<file path="config.mk">
export PLATFORM = sky130hd
export DESIGN_NAME = axi_to_banks
export DESIGN_NICKNAME = d
export VERILOG_FILES = /design/src/common/axi_lite_pkg.sv /design/src/common/mem_bank_pkg.sv /design/src/logic/wr_decode.sv /design/src/logic/rd_decode.sv /design/src/logic/bank_xbar.sv /design/src/logic/resp_route.sv /design/src/axi_to_banks/axi_to_banks.sv
export SDC_FILE = /design/constraint.sdc
export NUM_CORES = 1
export LEC_CHECK = 0
export BUFFER_PORTS_ARGS = -buffer_cell sky130_fd_sc_hd__buf_4
export CORE_AREA = 2 2 188 190
export CTS_BUF_LIST = sky130_fd_sc_hd__clkbuf_8
export CTS_CLUSTER_DIAMETER = 30
export DETAILED_ROUTE_END_ITERATION = 7
export DIE_AREA = 0 0 190 192
export PLACE_DENSITY = 0.48
export SYNTH_ARGS = -nofsm -noshare
export SYNTH_HDL_FRONTEND = slang
export SYNTH_SLANG_ARGS = --single-unit
</file>
<file path="constraint.sdc">
create_clock -name clk_i -period 3.64 [get_ports clk_i]
set_clock_uncertainty 0.05 [all_clocks]
set_input_delay 0.364 -clock clk_i [delete_from_list [all_inputs] [get_ports clk_i]]
set_output_delay 0.364 -clock clk_i [all_outputs]
set_load 0.02 [all_outputs]
</file>
<file path="src/common/axi_lite_pkg.sv">
// AXI channel definitions for the banked memory slave
// Single-beat transfers only, so no length, burst or user fields

`default_nettype none

package axi_lite_pkg;

  // Channel widths
  localparam int AXI_ADDR_W = 32;
  localparam int AXI_DATA_W = 32;
  localparam int AXI_ID_W   = 4;
  localparam int AXI_STRB_W = AXI_DATA_W / 8;

  typedef logic [AXI_ADDR_W-1:0] axi_addr_t;
  typedef logic [AXI_DATA_W-1:0] axi_data_t;
  typedef logic [AXI_STRB_W-1:0] axi_strb_t;
  typedef logic [AXI_ID_W-1:0]   axi_id_t;
  typedef logic [1:0]            axi_resp_t;

  // Only response this slave ever returns
  localparam axi_resp_t AXI_RESP_OKAY = 2'b00;

  // Write address
  typedef struct packed {
    axi_id_t   id;
    axi_addr_t addr;
  } axi_aw_t;

  // Write data, one beat
  typedef struct packed {
    axi_data_t data;
    axi_strb_t strb;
  } axi_w_t;

  // Read address
  typedef struct packed {
    axi_id_t   id;
    axi_addr_t addr;
  } axi_ar_t;

  // Write response
  typedef struct packed {
    axi_id_t   id;
    axi_resp_t resp;
  } axi_b_t;

  // Read data, one beat
  typedef struct packed {
    axi_id_t   id;
    axi_data_t data;
    axi_resp_t resp;
  } axi_r_t;

endpackage

`default_nettype wire

</file>
<file path="src/common/mem_bank_pkg.sv">
// SRAM bank geometry and crossbar payload types
// Banks are interleaved on the word address

`default_nettype none

package mem_bank_pkg;

  // Bank geometry
  localparam int MEM_NUM_BANKS   = 4;
  localparam int MEM_ADDR_W      = 8;
  localparam int MEM_DATA_W      = 32;
  localparam int MEM_STRB_W      = MEM_DATA_W / 8;
  localparam int MEM_LATENCY     = 1;
  localparam int BANK_SEL_OFFSET = 2;
  localparam int BANK_SEL_W      = 2;
  // Byte address bits that reach a bank, the rest are ignored
  localparam int BYTE_ADDR_W     = BANK_SEL_OFFSET + BANK_SEL_W + MEM_ADDR_W;

  // Crossbar inputs
  localparam int NUM_PORTS = 2;
  localparam int PORT_WR   = 1;
  localparam int PORT_RD   = 0;

  typedef logic [BANK_SEL_W-1:0]        bank_sel_t;
  typedef logic [MEM_ADDR_W-1:0]        word_addr_t;
  typedef logic [MEM_DATA_W-1:0]        mem_data_t;
  typedef logic [MEM_STRB_W-1:0]        mem_strb_t;
  typedef logic [BYTE_ADDR_W-1:0]       byte_addr_t;
  typedef logic [$clog2(NUM_PORTS)-1:0] port_idx_t;

  // Payload carried from a decoder to a bank
  typedef struct packed {
    word_addr_t addr;
    logic       we;
    mem_data_t  wdata;
    mem_strb_t  be;
  } bank_req_t;

  // Read grant record, one per latency stage
  typedef struct packed {
    bank_sel_t sel;
    logic      valid;
  } route_t;

  // Bank index sits right above the byte offset
  function automatic bank_sel_t bank_sel_of(byte_addr_t addr);
    return addr[BANK_SEL_OFFSET +: BANK_SEL_W];
  endfunction

  // Word address inside the bank
  function automatic word_addr_t word_addr_of(byte_addr_t addr);
    return addr[BANK_SEL_OFFSET + BANK_SEL_W +: MEM_ADDR_W];
  endfunction

endpackage

`default_nettype wire

</file>
<file path="src/logic/wr_decode.sv">
// Write path front end
// Joins AW and W into one bank request and holds it until granted

`timescale 1ns/1ps
`default_nettype none

module wr_decode (
  input  wire logic               clk_i,
  input  wire logic               rst_i,
  input  axi_lite_pkg::axi_aw_t   aw_i,
  input  wire logic               aw_valid_i,
  input  axi_lite_pkg::axi_w_t    w_i,
  input  wire logic               w_valid_i,
  input  wire logic               grant_i,
  input  wire logic               done_i,
  output logic                    aw_ready_o,
  output logic                    w_ready_o,
  output mem_bank_pkg::bank_req_t req_o,
  output mem_bank_pkg::bank_sel_t sel_o,
  output logic                    req_valid_o,
  output axi_lite_pkg::axi_id_t   id_o
);

  import axi_lite_pkg::*;
  import mem_bank_pkg::*;

  // Slot flags, either channel may fill first
  logic    aw_full_q;
  logic    w_full_q;
  // Set once the bank took the write, held until B is accepted
  logic    granted_q;
  axi_aw_t aw_q;
  axi_w_t  w_q;

  // A slot accepts only while empty
  assign aw_ready_o = ~aw_full_q;
  assign w_ready_o  = ~w_full_q;

  always_ff @(posedge clk_i) begin
    if (rst_i) begin
      aw_full_q <= 1'b0;
      w_full_q  <= 1'b0;
      granted_q <= 1'b0;
    end else if (done_i) begin
      // B handshake frees both slots
      aw_full_q <= 1'b0;
      w_full_q  <= 1'b0;
      granted_q <= 1'b0;
    end else begin
      if (aw_valid_i && aw_ready_o) begin
        aw_full_q <= 1'b1;
      end
      if (w_valid_i && w_ready_o) begin
        w_full_q <= 1'b1;
      end
      if (grant_i) begin
        granted_q <= 1'b1;
      end
    end
  end

  // Payload slots
  always_ff @(posedge clk_i) begin
    if (aw_valid_i && aw_ready_o) begin
      aw_q <= aw_i;
    end
    if (w_valid_i && w_ready_o) begin
      w_q <= w_i;
    end
  end

  // Joined request, upper address bits dropped by the slicing
  assign req_valid_o = aw_full_q & w_full_q & ~granted_q;
  assign sel_o       = bank_sel_of(aw_q.addr[BYTE_ADDR_W-1:0]);
  assign req_o.addr  = word_addr_of(aw_q.addr[BYTE_ADDR_W-1:0]);
  assign req_o.we    = 1'b1;
  assign req_o.wdata = w_q.data;
  assign req_o.be    = w_q.strb;
  assign id_o        = aw_q.id;

endmodule

`default_nettype wire

</file>
<file path="src/logic/rd_decode.sv">
// Read path front end
// Holds one AR and presents it as a bank read request

`timescale 1ns/1ps
`default_nettype none

module rd_decode (
  input  wire logic               clk_i,
  input  wire logic               rst_i,
  input  axi_lite_pkg::axi_ar_t   ar_i,
  input  wire logic               ar_valid_i,
  input  wire logic               grant_i,
  input  wire logic               done_i,
  output logic                    ar_ready_o,
  output mem_bank_pkg::bank_req_t req_o,
  output mem_bank_pkg::bank_sel_t sel_o,
  output logic                    req_valid_o,
  output axi_lite_pkg::axi_id_t   id_o
);

  import axi_lite_pkg::*;
  import mem_bank_pkg::*;

  logic    ar_full_q;
  // Bank took the read, waiting for R to be accepted
  logic    granted_q;
  axi_ar_t ar_q;

  assign ar_ready_o = ~ar_full_q;

  always_ff @(posedge clk_i) begin
    if (rst_i) begin
      ar_full_q <= 1'b0;
      granted_q <= 1'b0;
    end else if (done_i) begin
      ar_full_q <= 1'b0;
      granted_q <= 1'b0;
    end else begin
      if (ar_valid_i && ar_ready_o) begin
        ar_full_q <= 1'b1;
      end
      if (grant_i) begin
        granted_q <= 1'b1;
      end
    end
  end

  always_ff @(posedge clk_i) begin
    if (ar_valid_i && ar_ready_o) begin
      ar_q <= ar_i;
    end
  end

  // Read request, no data and no byte enables
  assign req_valid_o = ar_full_q & ~granted_q;
  assign sel_o       = bank_sel_of(ar_q.addr[BYTE_ADDR_W-1:0]);
  assign req_o.addr  = word_addr_of(ar_q.addr[BYTE_ADDR_W-1:0]);
  assign req_o.we    = 1'b0;
  assign req_o.wdata = '0;
  assign req_o.be    = '0;
  assign id_o        = ar_q.id;

endmodule

`default_nettype wire

</file>
<file path="src/logic/bank_xbar.sv">
// Two-port to four-bank crossbar
// Round-robin per bank, the chosen port stays locked until the bank grants

`timescale 1ns/1ps
`default_nettype none

module bank_xbar (
  input  wire logic                                                  clk_i,
  input  wire logic                                                  rst_i,
  input  mem_bank_pkg::bank_req_t  [mem_bank_pkg::NUM_PORTS-1:0]     req_i,
  input  mem_bank_pkg::bank_sel_t  [mem_bank_pkg::NUM_PORTS-1:0]     sel_i,
  input  wire logic       [mem_bank_pkg::NUM_PORTS-1:0]              valid_i,
  input  wire logic       [mem_bank_pkg::MEM_NUM_BANKS-1:0]          mem_gnt_i,
  output logic            [mem_bank_pkg::NUM_PORTS-1:0]              grant_o,
  output logic            [mem_bank_pkg::MEM_NUM_BANKS-1:0]          mem_req_o,
  output mem_bank_pkg::word_addr_t [mem_bank_pkg::MEM_NUM_BANKS-1:0] mem_addr_o,
  output logic            [mem_bank_pkg::MEM_NUM_BANKS-1:0]          mem_we_o,
  output mem_bank_pkg::mem_data_t  [mem_bank_pkg::MEM_NUM_BANKS-1:0] mem_wdata_o,
  output mem_bank_pkg::mem_strb_t  [mem_bank_pkg::MEM_NUM_BANKS-1:0] mem_be_o
);

  import mem_bank_pkg::*;

  // Grant of each bank to each port
  logic [NUM_PORTS-1:0][MEM_NUM_BANKS-1:0] bank_gnt;

  for (genvar b = 0; b < MEM_NUM_BANKS; b++) begin : gen_bank
    logic [NUM_PORTS-1:0] hit;
    port_idx_t            pick;
    logic                 lock_q;
    port_idx_t            lock_port_q;
    // Port favored on the next contested cycle
    port_idx_t            prio_q;

    // Ports whose request targets this bank
    for (genvar p = 0; p < NUM_PORTS; p++) begin : gen_hit
      assign hit[p] = valid_i[p] && (sel_i[p] == bank_sel_t'(b));
    end

    always_comb begin
      if (lock_q) begin
        // Keep the offered request stable until the grant
        pick = lock_port_q;
      end else if (&hit) begin
        pick = prio_q;
      end else if (hit[PORT_WR]) begin
        pick = port_idx_t'(PORT_WR);
      end else begin
        pick = port_idx_t'(PORT_RD);
      end
    end

    assign mem_req_o[b]   = |hit;
    assign mem_addr_o[b]  = req_i[pick].addr;
    assign mem_we_o[b]    = req_i[pick].we;
    assign mem_wdata_o[b] = req_i[pick].wdata;
    assign mem_be_o[b]    = req_i[pick].be;

    for (genvar p = 0; p < NUM_PORTS; p++) begin : gen_gnt
      assign bank_gnt[p][b] = mem_req_o[b] & mem_gnt_i[b] & (pick == port_idx_t'(p));
    end

    always_ff @(posedge clk_i) begin
      if (rst_i) begin
        lock_q      <= 1'b0;
        lock_port_q <= port_idx_t'(PORT_RD);
        prio_q      <= port_idx_t'(PORT_WR);
      end else if (mem_req_o[b]) begin
        if (mem_gnt_i[b]) begin
          lock_q <= 1'b0;
          // Contested grant hands priority to the other port
          if (&hit) begin
            prio_q <= ~pick;
          end
        end else begin
          // Stalled by the bank, hold the choice
          lock_q      <= 1'b1;
          lock_port_q <= pick;
        end
      end
    end
  end

  // A port targets one bank at a time, so OR over banks is its grant
  for (genvar p = 0; p < NUM_PORTS; p++) begin : gen_port
    assign grant_o[p] = |bank_gnt[p];
  end

endmodule

`default_nettype wire

</file>
<file path="src/logic/resp_route.sv">
// Response side of both paths
// Routes read data by the recorded bank and holds the B and R channels

`timescale 1ns/1ps
`default_nettype none

module resp_route (
  input  wire logic                                                  clk_i,
  input  wire logic                                                  rst_i,
  input  wire logic       [mem_bank_pkg::NUM_PORTS-1:0]              grant_i,
  input  mem_bank_pkg::bank_sel_t  [mem_bank_pkg::NUM_PORTS-1:0]     sel_i,
  input  axi_lite_pkg::axi_id_t                                      wr_id_i,
  input  axi_lite_pkg::axi_id_t                                      rd_id_i,
  input  mem_bank_pkg::mem_data_t  [mem_bank_pkg::MEM_NUM_BANKS-1:0] mem_rdata_i,
  input  wire logic                                                  b_ready_i,
  input  wire logic                                                  r_ready_i,
  output axi_lite_pkg::axi_b_t                                       b_o,
  output logic                                                       b_valid_o,
  output axi_lite_pkg::axi_r_t                                       r_o,
  output logic                                                       r_valid_o,
  output logic                                                       wr_done_o,
  output logic                                                       rd_done_o
);

  import axi_lite_pkg::*;
  import mem_bank_pkg::*;

  // Read grant records, one stage per cycle of memory latency
  route_t [MEM_LATENCY-1:0] line_q;
  route_t                   route_in;
  route_t                   route_out;

  assign route_in  = '{sel: sel_i[PORT_RD], valid: grant_i[PORT_RD]};
  assign route_out = line_q[MEM_LATENCY-1];

  always_ff @(posedge clk_i) begin
    if (rst_i) begin
      line_q <= '0;
    end else begin
      line_q[0] <= route_in;
      for (int i = 1; i < MEM_LATENCY; i++) begin
        line_q[i] <= line_q[i-1];
      end
    end
  end

  // Valid flags of the two response registers
  always_ff @(posedge clk_i) begin
    if (rst_i) begin
      b_valid_o <= 1'b0;
      r_valid_o <= 1'b0;
    end else begin
      if (grant_i[PORT_WR]) begin
        b_valid_o <= 1'b1;
      end else if (wr_done_o) begin
        b_valid_o <= 1'b0;
      end
      // Data is on the bank bus when the record emerges
      if (route_out.valid) begin
        r_valid_o <= 1'b1;
      end else if (rd_done_o) begin
        r_valid_o <= 1'b0;
      end
    end
  end

  // Payloads load once per transaction and hold through back-pressure
  always_ff @(posedge clk_i) begin
    if (grant_i[PORT_WR]) begin
      b_o <= '{id: wr_id_i, resp: AXI_RESP_OKAY};
    end
    if (route_out.valid) begin
      r_o <= '{id: rd_id_i, data: mem_rdata_i[route_out.sel], resp: AXI_RESP_OKAY};
    end
  end

  // Completed handshakes release the decoders
  assign wr_done_o = b_valid_o & b_ready_i;
  assign rd_done_o = r_valid_o & r_ready_i;

endmodule

`default_nettype wire

</file>
<file path="src/axi_to_banks/axi_to_banks.sv">
// AXI slave onto four interleaved SRAM banks
// Separate read and write paths, each with one transaction in flight

`timescale 1ns/1ps
`default_nettype none

module axi_to_banks (
  input  wire logic                                                     clk_i,
  input  wire logic                                                     rst_i,
  // AXI slave side
  input  axi_lite_pkg::axi_aw_t                                         aw_i,
  input  wire logic                                                     aw_valid_i,
  output logic                                                          aw_ready_o,
  input  axi_lite_pkg::axi_w_t                                          w_i,
  input  wire logic                                                     w_valid_i,
  output logic                                                          w_ready_o,
  input  axi_lite_pkg::axi_ar_t                                         ar_i,
  input  wire logic                                                     ar_valid_i,
  output logic                                                          ar_ready_o,
  output axi_lite_pkg::axi_b_t                                          b_o,
  output logic                                                          b_valid_o,
  input  wire logic                                                     b_ready_i,
  output axi_lite_pkg::axi_r_t                                          r_o,
  output logic                                                          r_valid_o,
  input  wire logic                                                     r_ready_i,
  // SRAM bank side
  output logic       [mem_bank_pkg::MEM_NUM_BANKS-1:0]                  mem_req_o,
  input  wire logic  [mem_bank_pkg::MEM_NUM_BANKS-1:0]                  mem_gnt_i,
  output mem_bank_pkg::word_addr_t [mem_bank_pkg::MEM_NUM_BANKS-1:0]    mem_addr_o,
  output logic       [mem_bank_pkg::MEM_NUM_BANKS-1:0]                  mem_we_o,
  output mem_bank_pkg::mem_data_t  [mem_bank_pkg::MEM_NUM_BANKS-1:0]    mem_wdata_o,
  output mem_bank_pkg::mem_strb_t  [mem_bank_pkg::MEM_NUM_BANKS-1:0]    mem_be_o,
  input  mem_bank_pkg::mem_data_t  [mem_bank_pkg::MEM_NUM_BANKS-1:0]    mem_rdata_i
);

  import axi_lite_pkg::*;
  import mem_bank_pkg::*;

  // Crossbar inputs, indexed by PORT_WR and PORT_RD
  bank_req_t [NUM_PORTS-1:0] port_req;
  bank_sel_t [NUM_PORTS-1:0] port_sel;
  logic      [NUM_PORTS-1:0] port_valid;
  logic      [NUM_PORTS-1:0] port_grant;

  // IDs held by the decoders until their response is taken
  axi_id_t wr_id;
  axi_id_t rd_id;
  logic    wr_done;
  logic    rd_done;

  wr_decode u_wr_decode (
    .clk_i       (clk_i),
    .rst_i       (rst_i),
    .aw_i        (aw_i),
    .aw_valid_i  (aw_valid_i),
    .w_i         (w_i),
    .w_valid_i   (w_valid_i),
    .grant_i     (port_grant[PORT_WR]),
    .done_i      (wr_done),
    .aw_ready_o  (aw_ready_o),
    .w_ready_o   (w_ready_o),
    .req_o       (port_req[PORT_WR]),
    .sel_o       (port_sel[PORT_WR]),
    .req_valid_o (port_valid[PORT_WR]),
    .id_o        (wr_id)
  );

  rd_decode u_rd_decode (
    .clk_i       (clk_i),
    .rst_i       (rst_i),
    .ar_i        (ar_i),
    .ar_valid_i  (ar_valid_i),
    .grant_i     (port_grant[PORT_RD]),
    .done_i      (rd_done),
    .ar_ready_o  (ar_ready_o),
    .req_o       (port_req[PORT_RD]),
    .sel_o       (port_sel[PORT_RD]),
    .req_valid_o (port_valid[PORT_RD]),
    .id_o        (rd_id)
  );

  bank_xbar u_bank_xbar (
    .clk_i       (clk_i),
    .rst_i       (rst_i),
    .req_i       (port_req),
    .sel_i       (port_sel),
    .valid_i     (port_valid),
    .mem_gnt_i   (mem_gnt_i),
    .grant_o     (port_grant),
    .mem_req_o   (mem_req_o),
    .mem_addr_o  (mem_addr_o),
    .mem_we_o    (mem_we_o),
    .mem_wdata_o (mem_wdata_o),
    .mem_be_o    (mem_be_o)
  );

  // Selects stay held through the grant, so they double as the granted bank
  resp_route u_resp_route (
    .clk_i       (clk_i),
    .rst_i       (rst_i),
    .grant_i     (port_grant),
    .sel_i       (port_sel),
    .wr_id_i     (wr_id),
    .rd_id_i     (rd_id),
    .mem_rdata_i (mem_rdata_i),
    .b_ready_i   (b_ready_i),
    .r_ready_i   (r_ready_i),
    .b_o         (b_o),
    .b_valid_o   (b_valid_o),
    .r_o         (r_o),
    .r_valid_o   (r_valid_o),
    .wr_done_o   (wr_done),
    .rd_done_o   (rd_done)
  );

endmodule

`default_nettype wire

</file>
[After elaboration in Yosys (flattened, before gate mapping)]
Index checks and enable logic that the tools add are counted.
Storage, ports and cells
  flip-flop bits (word level): 130
  bits in latches: 0
  RAM bits: 0
  memory bits (read-only): 0
  input bits: 247
  output and inout bits: 233
  logic and storage cells: 136
  memories kept: 0
Operators by class
  add/sub/neg operators: 0
  $mul: 0
  divide/modulo/power cells: 0
  order comparisons: 5
  eq/ne operators: 6
  shifts and indexed selects: 0
  multiplexer cells: 30
  bitwise operators: 30
  reduce and logical (&&, ||, !) cells: 35
Operators by type and width (count)
  $mux 45: 8
  $bmux 32 s2: 1
  $mux 32: 1
  $mux 1: 20
  $and 1x1->1: 17
  $reduce_and 2->1: 8
  $reduce_and 4->1: 4
  $not 1->1: 13
  $reduce_or 2->1: 6
  $logic_and 1x1->1: 11
  $eq 2x2->1 const B: 4
  $lt 1x2->1 const B: 4
  $reduce_or 4->1: 2
  $eq 2x1->1 const B: 2
  $logic_not 2->1: 2
  $reduce_bool 2->1: 2
  $lt 2x3->1 const B: 1

[Depth between registers and ports, before layout]
Gate-level depths: netlist of the first run.
  word-level depth: 9
  gate-level depth with buffers: 8
  mapped depth without buffers: 5

[Cells and area by module]
A second synthesis of the first run with hierarchy kept.
Second synthesis, totals
  cell total of the unflattened synthesis: 524
  area, all modules: 7531.0 um2
Modules (own cells, without submodules)
  bank_xbar: times used 1, cells an instance 297, area an instance 2902.8 um2, sequential area each 240.2 um2
  resp_route: times used 1, cells an instance 100, area an instance 2210.9 um2, sequential area each 1301.2 um2
  wr_decode: times used 1, cells an instance 66, area an instance 1631.6 um2, sequential area each 1561.5 um2
  rd_decode: times used 1, cells an instance 61, area an instance 785.8 um2, sequential area each 460.4 um2

[Worst setup path before layout of the first run]
No wires, ideal clock.
  path type: flip-flop to flip-flop
  start: register u_wr_decode.w_full_q
  end: register u_wr_decode.w_q, in the netlist u_wr_decode.req_o[0] (enable)
  data arrival time: 2007 ps
  required time: 3157 ps
  setup slack: 1150 ps
  cell stages (with the launch flop): 2
  path buffers: 0
  period minus slack after synthesis: 2490 ps
  cells stage by stage: dfxtp_1 -> nor2b_1
On the way
  cells in the longest elaborated chain, start to end: 2
Ends and longest elaborated chain
  start: declaration: line wr_decode.sv:29  | logic w_full_q;
  start signal: assignment: line wr_decode.sv:42  | w_full_q <= 1'b0;
  start signal: assignment: line wr_decode.sv:47  | w_full_q <= 1'b0;
  start signal: assignment: line wr_decode.sv:54  | w_full_q <= 1'b1;
  $not 1->1: line wr_decode.sv:37  | assign w_ready_o = ~w_full_q;
  $logic_and 1x1->1: line wr_decode.sv:67  | if (w_valid_i && w_ready_o) begin
  end signal: assignment: line wr_decode.sv:68  | w_q <= w_i;
  end: declaration: line wr_decode.sv:33  | axi_w_t w_q;
Every way passes these cells.
A chain may end at the register's enable or synchronous reset.

==> results.toml, run 1 <==
[status]
status = "complete, no violations"

[critical_path]
worstPathMaxFanout = 22
crit_required_ns = 3.23
worst_ep_arrival_time_ns = 2.89
rr_startpoint = "u_wr_decode.sel_o[0]"
worstSetupStartpointType = "register"
cp-end-kind = "output pin"
crit_chain = "inv_1 -> a211o_1 -> o21ai_4 -> buf_4 -> and2_1 -> buf_4"
regToRegSetupSlack_ns = 1.32
rr_endpoint = "u_bank_xbar.gen_bank[1].lock_port_q"
cp_num_cells = 6
crit_family = "compound AO/OA/AOI/OAI gates"
worst-setup-path-type = "reg -> out"
cpMostUsedCell = "buf_4"
cp_num_buf_inv = 3
cp_slowest_cell = "edfxtp_1"
reg2reg_depth = 6
cpPeakStageDelay_ns = 0.59

[synthesis]
ys.flop_type = "edfxtp_1"
mappedNetlistArea_sq_um = 6603
synthDistinctLibCells = 49
synth-seq-cells = 126
synthArstFlopShare = 0
synth_edf_count = 104
yosysWarnings = 0
synth_area_leader_cell = "edfxtp_1"
ys_seq_area_frac = 0.5397
yosys-top-cells-area = "edfxtp_1 47%, and2_1 14%, mux4_2 11%"
syn_avg_cell_area_sq_um = 13.67
synthCells = 483
netlist.area_leader.share = 0.4730

[timing]
finalSetupViolCount = 0
fmax_mhz = 303.0
drv_slew = 0
slew_headroom = 0.2120
fin_crit_sh = 0.9068
fin_crit_ns = 3.301
final.setup.tns_ns = 0
hold_slack_ns = 0.1526
tightest_slew_ns = 1.182
rsz0062_at_grt = "false"
hold_viol_final = 0

[route]
antenna_left = 0
viasPerCell = 3.964
post-route-drc-count = 0
num_vias = 5732
wl_per_cell_um = 17.42
drt_wl_total_mm = 25.18
dr.pass1.iters = 6
drt-initial-drc-count = 217

[floorplanning]
fp.dieH_um = 192
io_pins = 480
fp.dieArea_sq_um = 36480
initial_utilization = 0.1926
die-width_um = 190
core_area_sq_um = 34290
num_rows = 68

[min_path]
min_from = "b_ready_i"
holdPathStages = 3
hold_path_class = "in -> reg"
holdPathEnd = "u_resp_route.b_valid_o"

[clock_tree]
root_buffer = "clkbuf_8"
cts.sinks = 126
clkLatencyLatePin_ns = 0.47
post_cts_buffers = 0
cts_tree = "yes"
path_clk_slew_ns = 0.09
cts_resized = 0
ctsHoldBuffers = 69
cts_buffers = 17
cts_max_path_buffers = 2
cts_max_level = 4

[cells_and_area]
area_growth_pct = 71.27
fin_nets = 1224
regArea_sq_um = 3566
post-route-util = 0.3298
drive_gt1_frac = 0.5586
fillers = 3491
multi_input_area_sq_um = 2764

[placement]
port-buffer-count = 431
gp_congestion = 0.7692
hpwl_mm = 19.04

[grt]
grt_max_degree = 47
grt.total_usage = 0.1332
overflow = 0
grt_pass1_wl_mm = 35.76
antenna_found_initial = 2
grt_pass1_vias = 5779

[power]
p_per_area_nw_per_um2 = 302.1
p_leak_nw = 4.933
p_total_mw = 3.416
ir_drop_mv = 0.1726

[job]
cap_violations = 0
-- cells in the mapped netlist, drive strengths merged (4+ instances only) --
cell	count
mux2	32
inv	19
dfxtp	22
clkbuf	5
and2	144
edfxtp	104
a21oi	11
nand4	5
nand2	10
buf	31
a211o	5
nor2	9
o21ai	6
mux4	32
a211oi	6
nor2b	6
o21a	4
-- cell families (layout without fill, tap and decap cells) --
group | Yosys count | in the layout | synth area share
flops | 126 | 126 | 0.5397
mux | 67 | 67 | 0.1732
compound gates | 48 | 48 | 0.05609
simple gates | 186 | 186 | 0.1829
buf+inv | 55 | 559 | 0.04756
other cells | 1 | 5 | 0.0005680
-- worst reg2reg max path: stages, from the launching register on --
cell,delay [ns]
edfxtp_1,0.59
inv_1,0.24
a211o_1,0.33
o21ai_4,0.58
buf_4,0.28
nand2_1,0.07
a21oi_2,0.10
-- power breakdown --
| group | internal, mW | switching [mW] | total (mW) |
|---|---|---|---|
| logic | 0.353 | 0.249 | 0.602 |
| registers | 1.63 | 0.0555 | 1.69 |
| clock network | 0.477 | 0.651 | 1.13 |
-- layout by cell type (no fill, tap or decap), drive strengths merged, types with 3 or more instances in the layout --
master / instances
a211oi: 6
a21oi: 11
clkbuf: 17
nor2b: 6
mux4: 32
o21a: 4
conb: 4
buf: 439
dfxtp: 22
o21ai: 6
edfxtp: 104
mux2: 32
a211o: 5
and2: 144
dlygate4sd3: 69
and4bb: 3
nor2: 9
nand2: 10
nand4: 5
nand2b: 3
clkinv: 6
inv: 26
mux2i: 3
-- worst max path at each step --
stage                     slack, ns                  from                   end
after detailed placement       0.74  u_wr_decode.sel_o[1]       mem_wdata_o[41]
after global routing           0.06  u_wr_decode.sel_o[0]       mem_wdata_o[48]
after global placement         0.87  u_wr_decode.sel_o[1]       mem_wdata_o[63]
after CTS                      0.17  u_wr_decode.sel_o[1]       mem_wdata_o[41]
final                          0.34  u_wr_decode.sel_o[0]       mem_wdata_o[54]
after floorplan                1.15  u_wr_decode.w_full_q  u_wr_decode.req_o[0]
-- stage by stage --
stage / area (sq um) / cells / worst slack [ns]
after floorplan: 6614 / 486 / 1.150
after global placement: 10270 / 1344 / 0.8662
after detailed placement: 10270 / 1344 / 0.7427
after CTS: 11310 / 1445 / 0.1739
after global routing: 11310 / 1446 / 0.06420
final: 11310 / 1446 / 0.3394
-- registers in the layout (all words and copies together), names as in the netlist --
| register | count |
|---|---|
| u_bank_xbar.gen_bank.prio_q | 4 |
| u_resp_route.r_valid_o | 1 |
| u_resp_route.r_o | 36 |
| u_rd_decode.req_o | 8 |
| u_resp_route.b_valid_o | 1 |
| u_bank_xbar.gen_bank.lock_q | 4 |
| u_wr_decode.granted_q | 1 |
| u_rd_decode.sel_o | 2 |
| u_wr_decode.id_o | 4 |
| u_rd_decode.id_o | 4 |
| u_resp_route.b_o | 4 |
| u_wr_decode.sel_o | 2 |
| u_wr_decode.aw_full_q | 1 |
| u_rd_decode.ar_full_q | 1 |
| u_wr_decode.req_o | 44 |
| u_rd_decode.granted_q | 1 |
| u_wr_decode.w_full_q | 1 |
| u_bank_xbar.gen_bank.lock_port_q | 4 |
| u_resp_route.line_q | 3 |
-- metal layers --
| metal | wire length [um] | track usage | part of all wire |
|---|---|---|---|
| met3 | 1143 | 0.02759 | 0.045 |
| met2 | 13190 | 0.2292 | 0.52 |
| met1 | 10420 | 0.1649 | 0.41 |
| met5 | 13 | 0 | 0.00052 |
| met4 | 415 | 0.04770 | 0.016 |
-- layout make-up --
cell class              count  area share
diodes                      1   0.0002213
clock buffers              17     0.02069
clock inverters            15    0.009737
inverters                  19    0.006749
multi-input cells         305      0.2444
flip-flops and latches    126      0.3153
well taps                 455     0.05034
repair buffers            508      0.3525
Power figures use the tool's default switching activity.
==> inputs of run 2 (changes only) <==
--- a/config.mk
+++ b/config.mk
@@ -12,6 +12,7 @@
 export DETAILED_ROUTE_END_ITERATION = 7
 export DIE_AREA = 0 0 190 192
 export PLACE_DENSITY = 0.48
+export RECOVER_POWER = 25
 export SYNTH_ARGS = -nofsm -noshare
 export SYNTH_HDL_FRONTEND = slang
 export SYNTH_SLANG_ARGS = --single-unit
==> run 2 against run 1 <==
Compared with the run above: the run now ends with capacitance limit, slew limit left; sequential share of layout area rose by 0.11 points; largest cell class unchanged; utilization fell by 0.13 points; non-clock buffer count did not move.
==> results.toml, run 2 (synthesis results as in run 1) <==
[status]
status = "complete, but fails checks"
violations = "capacitance limit, slew limit"

[grt]
grt.total_usage = 0.1332
met1_usage = 0.1649
grt_use_met3 = 0.02759
grt-busiest-layer = "met2"
antenna_found_initial = 2
met2_usage = 0.2292
grt_max_degree = 47
overflow = 0
grt_pass1_vias = 5779
grt_pass1_wl_mm = 35.76

[job]
cap_violations = 1

[cells_and_area]
regArea_sq_um = 3565
most-common-layout-cells = "363 x buf_4, 144 x and2_1, 104 x edfxtp_1"
post-route-util = 0.3285
drive_gt1_frac = 0.5455
largest_reg_flops = 44
fin_nets = 1224
area_growth_pct = 70.61
final_common_cell = "buf_4"
fillers = 3502
multi_input_area_sq_um = 2759

[clock_tree]
path_clk_slew_ns = 0.08
cts_resized = 0
cts_buffers = 17
cts.sinks = 126
root_buffer = "clkbuf_8"
cts_max_path_buffers = 2
cts_tree = "yes"
cts_max_level = 4
clkLatencyLatePin_ns = 0.47

[placement]
port-buffer-count = 431
hpwl_mm = 19.04
gp_congestion = 0.7692

[timing]
hold_viol_final = 0
drv_slew = 38
tightest_slew_ns = 1.792
final.setup.tns_ns = 0
finalSetupViolCount = 0
rsz0062_at_grt = "false"
fin_crit_ns = 3.296
hold_slack_ns = 0.1557
fin_crit_sh = 0.9056
slew_headroom = -0.1964
fmax_mhz = 303.4

[floorplanning]
fp.dieArea_sq_um = 36480
io_pins = 480
fp.dieH_um = 192
core_area_sq_um = 34290
num_rows = 68
initial_utilization = 0.1926
die-width_um = 190

[power]
p_per_area_nw_per_um2 = 302.7
p_leak_nw = 4.880
p_total_mw = 3.410
ir_drop_mv = 0.1731

[route]
wl_per_cell_um = 17.39
viasPerCell = 3.957
antenna_left = 0
num_vias = 5722
drt-initial-drc-count = 221
post-route-drc-count = 0
dr.pass1.iters = 4
drt_wl_total_mm = 25.14

[critical_path]
regToRegSetupSlack_ns = 1.33
rr_endpoint = "u_bank_xbar.gen_bank[1].lock_port_q"
reg2reg_depth = 6
cp-end-kind = "output pin"
worst-setup-path-type = "reg -> out"
worstSetupStartpointType = "register"
worstPathMaxFanout = 22
worst_ep_arrival_time_ns = 2.88
rr_startpoint = "u_wr_decode.sel_o[1]"
crit_required_ns = 3.23

[min_path]
holdPathEnd = "u_resp_route.b_valid_o"
hold_path_class = "in -> reg"
min_from = "b_ready_i"
holdPathStages = 3
==> run 2: changes by cell type in the layout (fill, tap and decap cells not counted) <==
cell      before  now
clkbuf_1       0   10
dfxtp_1       20   21
nor2b_2        2    0
dfxtp_2        2    1
nor2b_1        3    5
buf_4        439  363
clkbuf_4       0   66
==> run 2: where the power goes <==
| group | internal, mW | switching (mW) | leakage, nW | total [mW] |
|---|---|---|---|---|
| Sequential | 1.63 | 0.0551 | 1.15 | 1.69 |
| Combinational | 0.348 | 0.248 | 3.55 | 0.595 |
| Clock | 0.477 | 0.652 | 0.178 | 1.13 |
==> run 2: worst max-delay path by stage <==
stage | from | slack (ns) | endpoint | depth (start not counted)
after floorplan | u_wr_decode.w_full_q | 1.15 | u_wr_decode.req_o[0] | 1
after global placement | u_wr_decode.sel_o[1] | 0.87 | mem_wdata_o[63] | 6
after detailed placement | u_wr_decode.sel_o[1] | 0.74 | mem_wdata_o[41] | 6
after CTS | u_wr_decode.sel_o[1] | 0.17 | mem_wdata_o[41] | 6
after global routing | u_wr_decode.sel_o[0] | 0.06 | mem_wdata_o[48] | 6
final | u_wr_decode.sel_o[1] | 0.34 | mem_wdata_o[54] | 6
==> run 2: routing by layer <==
metal  vias up  wire length, um
met1      2782            10450
li1       2747                -
met5         -               13
met2       172            13230
met4         2              349
met3        19             1097
==> run 2: metrics by stage <==
stage | area, sq um | instances | worst slack [ns]
floorplan | 6614 | 486 | 1.150
global placement | 10270 | 1344 | 0.8662
detailed placement | 10270 | 1344 | 0.7427
CTS | 11310 | 1445 | 0.1739
global route | 11260 | 1446 | 0.06420
finish | 11260 | 1446 | 0.3438
==> run 2: repair_timing <==
action / 4_1_cts / 5_1_grt
endpoints found under the hold margin: 69 / 0
hold buffers: 69 / 0
endpoints found under the setup margin: 0 / 0
setup buffers: 0 / 0
==> run 2: layout make-up <==
type,count,share of cell area
clock buffers,17,0.02077
flip-flops and latches,126,0.3164
multi-input cells,305,0.2449
well taps,455,0.05054
diodes,1,0.0002221
inverters,19,0.006775
clock inverters,15,0.009775
repair buffers,508,0.3505
==> run 2: worst max-delay path, cell delays in order, from the launching register on <==
cell	delay, ns
edfxtp_1	0.45
nand4bb_2	0.34
a211o_1	0.37
o21ai_4	0.59
buf_4	0.36
and2_1	0.16
buf_4	0.14
